[src/verilog/mduPkg.sv]
package mduPkg;

	//////////////////////////////////////////////////////////////////////
	// Command codes
	//////////////////////////////////////////////////////////////////////

	// Multiply and divide go to the shared engine,
	// moves are retired inside the issue port
	typedef enum logic [2:0]
	{
		opMult  = 3'd0,
		opMultu = 3'd1,
		opDiv   = 3'd2,
		opDivu  = 3'd3,
		opMthi  = 3'd4,
		opMtlo  = 3'd5
	} mduOp;

	//////////////////////////////////////////////////////////////////////
	// Widths and latencies
	//////////////////////////////////////////////////////////////////////

	// Operand and HI/LO width
	localparam int DataWidth = 32;

	// Cycles from the start edge to resultValid
	localparam int MultLatency = 5;
	localparam int DivLatency = 10;

	// True for commands that need the engine
	function automatic logic isEngineOp(input mduOp op);
		return (op == opMult) || (op == opMultu) || (op == opDiv) || (op == opDivu);
	endfunction

	// True for either divide
	function automatic logic isDivOp(input mduOp op);
		return (op == opDiv) || (op == opDivu);
	endfunction

endpackage

[src/verilog/mduIssuePort.sv]
`timescale 1ns/1ps

module mduIssuePort #(
	parameter int CmdDepth = 4
) (
	input  logic clk,
	input  logic reset,
	input  logic cmdValid,
	input  mduPkg::mduOp cmdOp,
	input  logic [mduPkg::DataWidth-1:0] cmdSrcA,
	input  logic [mduPkg::DataWidth-1:0] cmdSrcB,
	input  logic grant,
	input  logic respValid,
	input  logic [mduPkg::DataWidth-1:0] respHi,
	input  logic [mduPkg::DataWidth-1:0] respLo,
	output logic cmdCredit,
	output logic reqValid,
	output mduPkg::mduOp reqOp,
	output logic [mduPkg::DataWidth-1:0] reqSrcA,
	output logic [mduPkg::DataWidth-1:0] reqSrcB,
	output logic [mduPkg::DataWidth-1:0] hi,
	output logic [mduPkg::DataWidth-1:0] lo,
	output logic done
);
	import mduPkg::*;

	localparam int PtrWidth = (CmdDepth > 1) ? $clog2(CmdDepth) : 1;
	localparam int CountWidth = $clog2(CmdDepth + 1);

	// Command storage
	mduOp opMem [CmdDepth];
	logic [DataWidth-1:0] srcAMem [CmdDepth];
	logic [DataWidth-1:0] srcBMem [CmdDepth];

	logic [PtrWidth-1:0] writePtr;
	logic [PtrWidth-1:0] readPtr;
	logic [CountWidth-1:0] count;

	logic headValid;
	mduOp headOp;
	logic waiting;
	logic movePop;
	logic pop;

	function automatic logic [PtrWidth-1:0] nextPtr(input logic [PtrWidth-1:0] ptr);
		if (ptr == PtrWidth'(CmdDepth - 1))
			return '0;
		else
			return ptr + 1'b1;
	endfunction

	//////////////////////////////////////////////////////////////////////
	// Head of queue and retire decision
	//////////////////////////////////////////////////////////////////////

	assign headValid = (count != '0);
	assign headOp = opMem[readPtr];

	// Nothing leaves the head while an engine result is pending
	assign reqValid = headValid && !waiting && isEngineOp(headOp);
	assign reqOp = headOp;
	assign reqSrcA = srcAMem[readPtr];
	assign reqSrcB = srcBMem[readPtr];

	assign movePop = headValid && !waiting && !isEngineOp(headOp);
	assign pop = movePop || grant;

	// Payload write at the tail
	always_ff @(posedge clk)
	begin
		if (cmdValid)
		begin
			opMem[writePtr] <= cmdOp;
			srcAMem[writePtr] <= cmdSrcA;
			srcBMem[writePtr] <= cmdSrcB;
		end
	end

	// Pointers, occupancy and credit return
	always_ff @(posedge clk)
	begin
		if (reset)
		begin
			writePtr <= '0;
			readPtr <= '0;
			count <= '0;
			cmdCredit <= 1'b0;
		end
		else
		begin
			if (cmdValid)
				writePtr <= nextPtr(writePtr);
			if (pop)
				readPtr <= nextPtr(readPtr);
			if (cmdValid && !pop)
				count <= count + 1'b1;
			else if (!cmdValid && pop)
				count <= count - 1'b1;
			cmdCredit <= pop;
		end
	end

	//////////////////////////////////////////////////////////////////////
	// HI/LO and completion
	//////////////////////////////////////////////////////////////////////

	always_ff @(posedge clk)
	begin
		if (reset)
		begin
			waiting <= 1'b0;
			hi <= '0;
			lo <= '0;
			done <= 1'b0;
		end
		else
		begin
			// Set on grant and cleared by our own result
			if (grant)
				waiting <= 1'b1;
			else if (respValid)
				waiting <= 1'b0;

			if (respValid)
			begin
				hi <= respHi;
				lo <= respLo;
			end
			else if (movePop)
			begin
				if (headOp == opMthi)
					hi <= srcAMem[readPtr];
				else
					lo <= srcAMem[readPtr];
			end
			done <= respValid || movePop;
		end
	end

	// Sender honours its credits, so the queue never overflows
	assert property (@(posedge clk) disable iff (reset)
		cmdValid |-> (count != CountWidth'(CmdDepth)))
		else $error("mduIssuePort: command written into a full queue");

	// The arbiter routes results only to the port that was granted
	assert property (@(posedge clk) disable iff (reset) respValid |-> waiting)
		else $error("mduIssuePort: result received with no operation outstanding");

endmodule

[config.mk]
export PLATFORM = sky130hd
export DESIGN_NAME = mduIssuePort
export DESIGN_NICKNAME = d
export VERILOG_FILES = /design/src/verilog/mduPkg.sv /design/src/verilog/mduIssuePort.sv
export SDC_FILE = /design/constraint.sdc
export NUM_CORES = 1
export LEC_CHECK = 0
export BUFFER_PORTS_ARGS = -buffer_cell sky130_fd_sc_hd__buf_2
export CAP_MARGIN = 20
export CORE_AREA = 2 2 141 171
export CTS_CLUSTER_DIAMETER = 200
export DETAILED_ROUTE_END_ITERATION = 8
export DIE_AREA = 0 0 143 173
export GPL_TIMING_DRIVEN = 1
export PLACE_DENSITY = 0.95
export REMOVE_ABC_BUFFERS = 1
export SLEW_MARGIN = 20
export SYNTH_ARGS = -nofsm -noshare
export SYNTH_HDL_FRONTEND = slang
export SYNTH_SLANG_ARGS = --single-unit
[constraint.sdc]
create_clock -name clk -period 7.5 [get_ports clk]
set_input_delay 1.125 -clock clk [delete_from_list [all_inputs] [get_ports clk]]
set_output_delay 1.125 -clock clk [all_outputs]
set_load 0.005 [all_outputs]
==> results of run 1 <==
-- stage by stage --
step | total power (W) | worst slack (ns) | util | area [sq um] | hold WS [ns]
5_1_grt | 0.00489 | 3.20 | 0.701 | 16100 | 0.510
2_1_floorplan | 0.00277 | 2.07 | - | 13200 | 0.442
6_report | 0.00472 | 3.48 | 0.701 | 16100 | 0.465
3_3_place_gp | 0.00309 | 3.40 | 0.654 | 15000 | 0.450
3_5_place_dp | 0.00312 | 3.50 | 0.654 | 15000 | 0.462
4_1_cts | 0.00475 | 3.34 | 0.701 | 16100 | 0.472
-- path summary, 6_finish.rpt --
path,endpoint,slack [ns]
worst min register to register,flip-flop,0.47
worst max register to register,hi[24],3.59
worst max-delay path,reqOp[0],3.48
worst min-delay path,flip-flop,0.47
-- per-layer routing --
metal | up-vias | wire [microns] | track usage
met4 | 6 | 846 | 0.0858
met2 | 352 | 15100 | 0.405
met3 | 69 | 2240 | 0.0559
met5 | - | 80 | 0.0182
li1 | 3466 | - | -
met1 | 3848 | 10900 | 0.279
-- power by group through the flow --
stage          logic [W]  clock network, W  registers (W)
2_1_floorplan   0.000449                 0        0.00232
3_3_place_gp    0.000768                 0        0.00232
3_5_place_dp    0.000789                 0        0.00233
4_1_cts         0.000796           0.00167        0.00229
5_1_grt         0.000854           0.00174        0.00230
6_report        0.000790           0.00165        0.00228
-- cells in the mapped netlist (2+ instances only) --
| master | number |
|---|---|
| edfxtp_1 | 268 |
| dfxtp_1 | 76 |
| mux4_2 | 67 |
| mux2i_1 | 66 |
| nor2_1 | 41 |
| a21oi_1 | 37 |
| clkbuf_1 | 37 |
| a211oi_1 | 34 |
| a21o_1 | 32 |
| a211oi_2 | 30 |
| buf_2 | 9 |
| ha_1 | 6 |
| buf_6 | 5 |
| inv_1 | 5 |
| and2_1 | 4 |
| nand2_1 | 4 |
| or3_1 | 3 |
| o21ai_0 | 2 |
| xor2_1 | 2 |
-- cell type report --
type	count	area, sq um	share of cell area
sequential	344	9580	0.595
multi-input combinational	335	3640	0.226
timing repair buffer	274	1390	0.0861
clock buffer	41	853	0.0530
tap	315	394	0.0245
clock inverter	16	225	0.0140
inverter	6	25.0	0.00155
antenna	1	2.50	0.000155
-- flip-flops by register name, indices dropped and copies added, names as in the netlist, named ones only --
register,cells
hi,32
srcAMem,128
waiting,1
done,1
count,3
srcBMem,128
lo,32
opMem,12
readPtr,2
cmdCredit,1
writePtr,2
-- worst max-delay path, delay by kind of cell (launching register included) --
family	cells	cell delay (ns)
buf+inv	2	0.89
flops	1	0.73
mux	1	0.69
-- cell families (layout without fill, tap and decap cells) --
| logic type | Yosys count | in the layout | share of synthesized area |
|---|---|---|---|
| adders and majority gates | 7 | 7 | 0.00707 |
| muxes | 133 | 133 | 0.161 |
| other | 0 | 1 | 0 |
| and+or+nand+nor | 55 | 55 | 0.0171 |
| buffers and inverters | 59 | 337 | 0.0204 |
| xor gates and xnor gates | 2 | 2 | 0.00130 |
| DFF | 344 | 344 | 0.711 |
| AOI/OAI and AO/OA | 138 | 138 | 0.0819 |
==> impl_metrics.json, run 1 <==
{
  "status": "complete, no violations",
  "grt_pass1_wl_microns": 44100,
  "combinationalPowerShare": 0.167,
  "htreeDepth": 1,
  "peakVddDrop_mv": 0.250,
  "synth_ff_type": "edfxtp_1",
  "period_needed_ns": 4.02,
  "antenna_found_initial": 3,
  "clock_power_share": 0.349,
  "core_sq_mm": 0.0230,
  "layout_common_cells": "268 x buf_2, 268 x edfxtp_1, 74 x dfxtp_1, 67 x mux4_2, 66 x mux2i_1",
  "rsz0062_at_grt": "no",
  "clkTransAtPathRegs_ns": 0.06,
  "p_leak_nw": 6.10,
  "fin_cells": 1332,
  "power_density_mw_per_mm2": 293,
  "nNetsFinal": 1135,
  "hold_start": "readPtr[1]",
  "globalplace.congestion": 0.790,
  "vias_per_cell": 5.81,
  "cp-end-kind": "primary output",
  "floorplan.initialDensity": 0.586,
  "p_int_w": 0.00356,
  "cts_resized": 0,
  "placed_cells": 1274,
  "cap_viol_max_count": 0,
  "synth_edf_count": 268,
  "first_global_vias": 8001,
  "wl_per_cell_microns": 21.9,
  "clk_latency_ns": 0.55,
  "synth_seq_cells": 344,
  "finalSetupViolations": 0,
  "dp_hpwl_microns": 17700,
  "cts_hold_buf": 0,
  "drtAntennaViolNets": 0,
  "first_pass_iters": 5,
  "die_area_sq_mm": 0.0247,
  "swShare": 0.247,
  "drive_gt1_frac": 0.421,
  "tritoncts": "yes",
  "yosysWarnings": 0,
  "fillers": 1415,
  "wl_microns": 29100,
  "cts_sinks": 344,
  "drc": 0,
  "crit_required_ns": 6.38,
  "cts-buffers-inserted": 31,
  "hp-class": "flip-flop to flip-flop",
  "fin_crit_sh": 0.536,
  "synth_area_per_cell_sq_um": 18.2,
  "die_h_microns": 173,
  "drv_slew": 0,
  "critPathMaxStageDelay_ns": 0.73,
  "ios": 270,
  "synth_cell_types": 29,
  "synth_area_leaders": "edfxtp_1 60%, dfxtp_1 11%, mux4_2 11%",
  "postCtsSetupBuffers": 0,
  "drt_iter0_drc": 501,
  "routed-via-count": 7741,
  "path_cells": "buf_4, mux4_2, buf_2",
  "seqPwrFrac": 0.483,
  "num_rows": 61,
  "path_class": "flip-flop to primary output",
  "start_kind": "flip-flop",
  "whs_path_depth": 2,
  "yosysTopAreaCellShare": 0.598,
  "p_sw_w": 0.00116,
  "syn_to_final_growth_pct": 19.7,
  "grt_max_degree": 75,
  "max_slew_margin": 0.288,
  "overflow": 0,
  "arrival_ns": 2.89,
  "ys_async_sr_fraction": 0,
  "die_w_microns": 143,
  "r2r_cells": 5,
  "synth_top_cell_by_area": "edfxtp_1",
  "fmaxAchievable_mhz": 249,
  "tightest_slew_ns": 1.07,
  "portBuffers": 269,
  "grt_use_total": 0.233,
  "syn_inst": 738,
  "ys_seq_area_frac": 0.711,
  "clock_skew_ns": 0.0115,
  "cts_buffer_depth": 3,
  "hold_viol_final": 0,
  "crit_slowest_cell": "dfxtp_4",
  "synthesis.area_sq_mm": 0.0135,
  "tns_ns": 0,
  "crit_fanout": 40,
  "root_buffer": "clkbuf_16"
}
Note: power is estimated with default switching activity, not from simulation.
==> run 2: changes to the inputs <==
--- a/config.mk
+++ b/config.mk
@@ -7,12 +7,12 @@
 export LEC_CHECK = 0
 export BUFFER_PORTS_ARGS = -buffer_cell sky130_fd_sc_hd__buf_2
 export CAP_MARGIN = 20
-export CORE_AREA = 2 2 141 171
+export CORE_AREA = 2 2 146 177
 export CTS_CLUSTER_DIAMETER = 200
 export DETAILED_ROUTE_END_ITERATION = 8
-export DIE_AREA = 0 0 143 173
+export DIE_AREA = 0 0 148 179
 export GPL_TIMING_DRIVEN = 1
-export PLACE_DENSITY = 0.95
+export PLACE_DENSITY = 0.91
 export REMOVE_ABC_BUFFERS = 1
 export SLEW_MARGIN = 20
 export SYNTH_ARGS = -nofsm -noshare
==> constraint.sdc (replaced) <==
create_clock -name clk -period 4 [get_ports clk]
set_input_delay 0.6 -clock clk [delete_from_list [all_inputs] [get_ports clk]]
set_output_delay 0.6 -clock clk [all_outputs]
set_load 0.005 [all_outputs]
==> impl_metrics.json, run 2 (synthesis gave the netlist of run 1 again) <==
{
  "r2r_cells": 8,
  "ios": 270,
  "tritoncts": "yes",
  "portBuffers": 269,
  "fmaxAchievable_mhz": 341,
  "cp-end-kind": "primary output",
  "clk_latency_ns": 0.51,
  "fin_util": 0.650,
  "syn_to_final_growth_pct": 20.6,
  "tns_ns": 0,
  "floorplan.initialDensity": 0.539,
  "grt_util_met3": 0.0519,
  "nNetsFinal": 1140,
  "status": "complete, no violations",
  "grtUsageMet1": 0.275,
  "clock_skew_ns": 0.0209,
  "crit_path_end": "reqSrcA[23]",
  "cts_hold_buf": 0,
  "drc": 0,
  "period_needed_ns": 2.93,
  "max_slew_margin": 0.279,
  "hp-class": "input pin to flip-flop",
  "root_buffer": "clkbuf_16",
  "vias_per_cell": 5.75,
  "start_kind": "flip-flop",
  "arrival_ns": 2.33,
  "first_global_vias": 7886,
  "drtAntennaViolNets": 0,
  "cts_buffer_depth": 3,
  "finalSetupViolations": 0,
  "largestRegisters": "srcAMem x128, srcBMem x128",
  "postCtsSetupBuffers": 0,
  "drive_gt1_frac": 0.426,
  "worst-r2r-setup-slack_ns": 1.07,
  "cts-buffers-inserted": 34,
  "dp_slack_ns": 1.08,
  "die_h_microns": 179,
  "dp_hpwl_microns": 17400,
  "busiest_layer": "met2",
  "first_pass_iters": 7,
  "critPathTopFamily": "buffers and inverters",
  "crit_cells": 3,
  "worst_slack_ns": 1.07,
  "num_rows": 64,
  "whs_ns": 0.306,
  "crit_fanout": 56,
  "path_class": "flip-flop to primary output",
  "crit_slowest_cell": "buf_4",
  "power_density_mw_per_mm2": 557,
  "hold_viol_final": 0,
  "die_area_sq_mm": 0.0265,
  "path_cells": "buf_4, mux4_2, buf_2",
  "crit_required_ns": 3.40,
  "peakVddDrop_mv": 0.398,
  "tightest_slew_ns": 1.08,
  "drt_iter0_drc": 415,
  "die_w_microns": 148,
  "globalplace.congestion": 0.749,
  "grt_max_degree": 75,
  "cts_sinks": 344,
  "drv_slew": 0,
  "overflow": 0,
  "cap_viol_max_count": 0,
  "wl_microns": 30100,
  "wl_per_cell_microns": 22.2,
  "htreeDepth": 2,
  "clkTransAtPathRegs_ns": 0.06,
  "critPathMaxStageDelay_ns": 0.69,
  "p_leak_nw": 6.15,
  "core_sq_mm": 0.0250,
  "rsz0062_at_grt": "no",
  "antenna_found_initial": 5,
  "grt_use_total": 0.224,
  "r2r_end": "count[2]",
  "fin_crit_sh": 0.732,
  "crit_buf_inv": 2,
  "routed-via-count": 7787,
  "whs_path_depth": 1,
  "cts_resized": 0,
  "grt_pass1_wl_microns": 44900,
  "grt_use_met2": 0.395,
  "layout_common_cells": "268 x buf_2, 268 x edfxtp_1, 74 x dfxtp_1, 67 x mux4_2, 66 x mux2i_1",
  "power_w": 0.00904
}
## run 2: layout make-up
class | count | area (sq um)
Sequential cell | 344 | 9580
Fill cell | 1708 | 8750
Multi-Input combinational cell | 335 | 3640
Timing Repair Buffer | 276 | 1410
Clock buffer | 48 | 1010
Tap cell | 330 | 413
Clock inverter | 13 | 148
Inverter | 6 | 25.0
Antenna cell | 3 | 7.51
## run 2: per-layer routing
metal  up-vias  wire length [microns]
li1       3482                      -
met1      3894                  11400
met2       350                  15700
met3        59                   2240
met4         2                    790
met5         -                     13
## run 2: worst min path at each step
| stage | to | startpoint | slack [ns] |
|---|---|---|---|
| finish | srcBMem[1][27] | cmdSrcB[27] | 0.31 |
| detailed placement | waiting | waiting | 0.48 |
| CTS | srcBMem[1][17] | cmdSrcB[17] | 0.28 |
| global placement | flip-flop | readPtr[1] | 0.46 |
| global route | srcBMem[2][17] | cmdSrcB[17] | 0.29 |
| floorplan | flip-flop | readPtr[1] | 0.44 |
## run 2: through the flow
step | instance area, sq um | cells
3_5_place_dp | 15100 | 1291
6_report | 16200 | 1355
3_3_place_gp | 15100 | 1291
4_1_cts | 16200 | 1352
5_1_grt | 16200 | 1353
2_1_floorplan | 13200 | 685
## run 2: where the power goes
group / internal (W) / switching, W
clock network: 0.00196 / 0.00129
registers: 0.00409 / 0.000114
logic: 0.000710 / 0.000872
total: 0.00676 / 0.00227
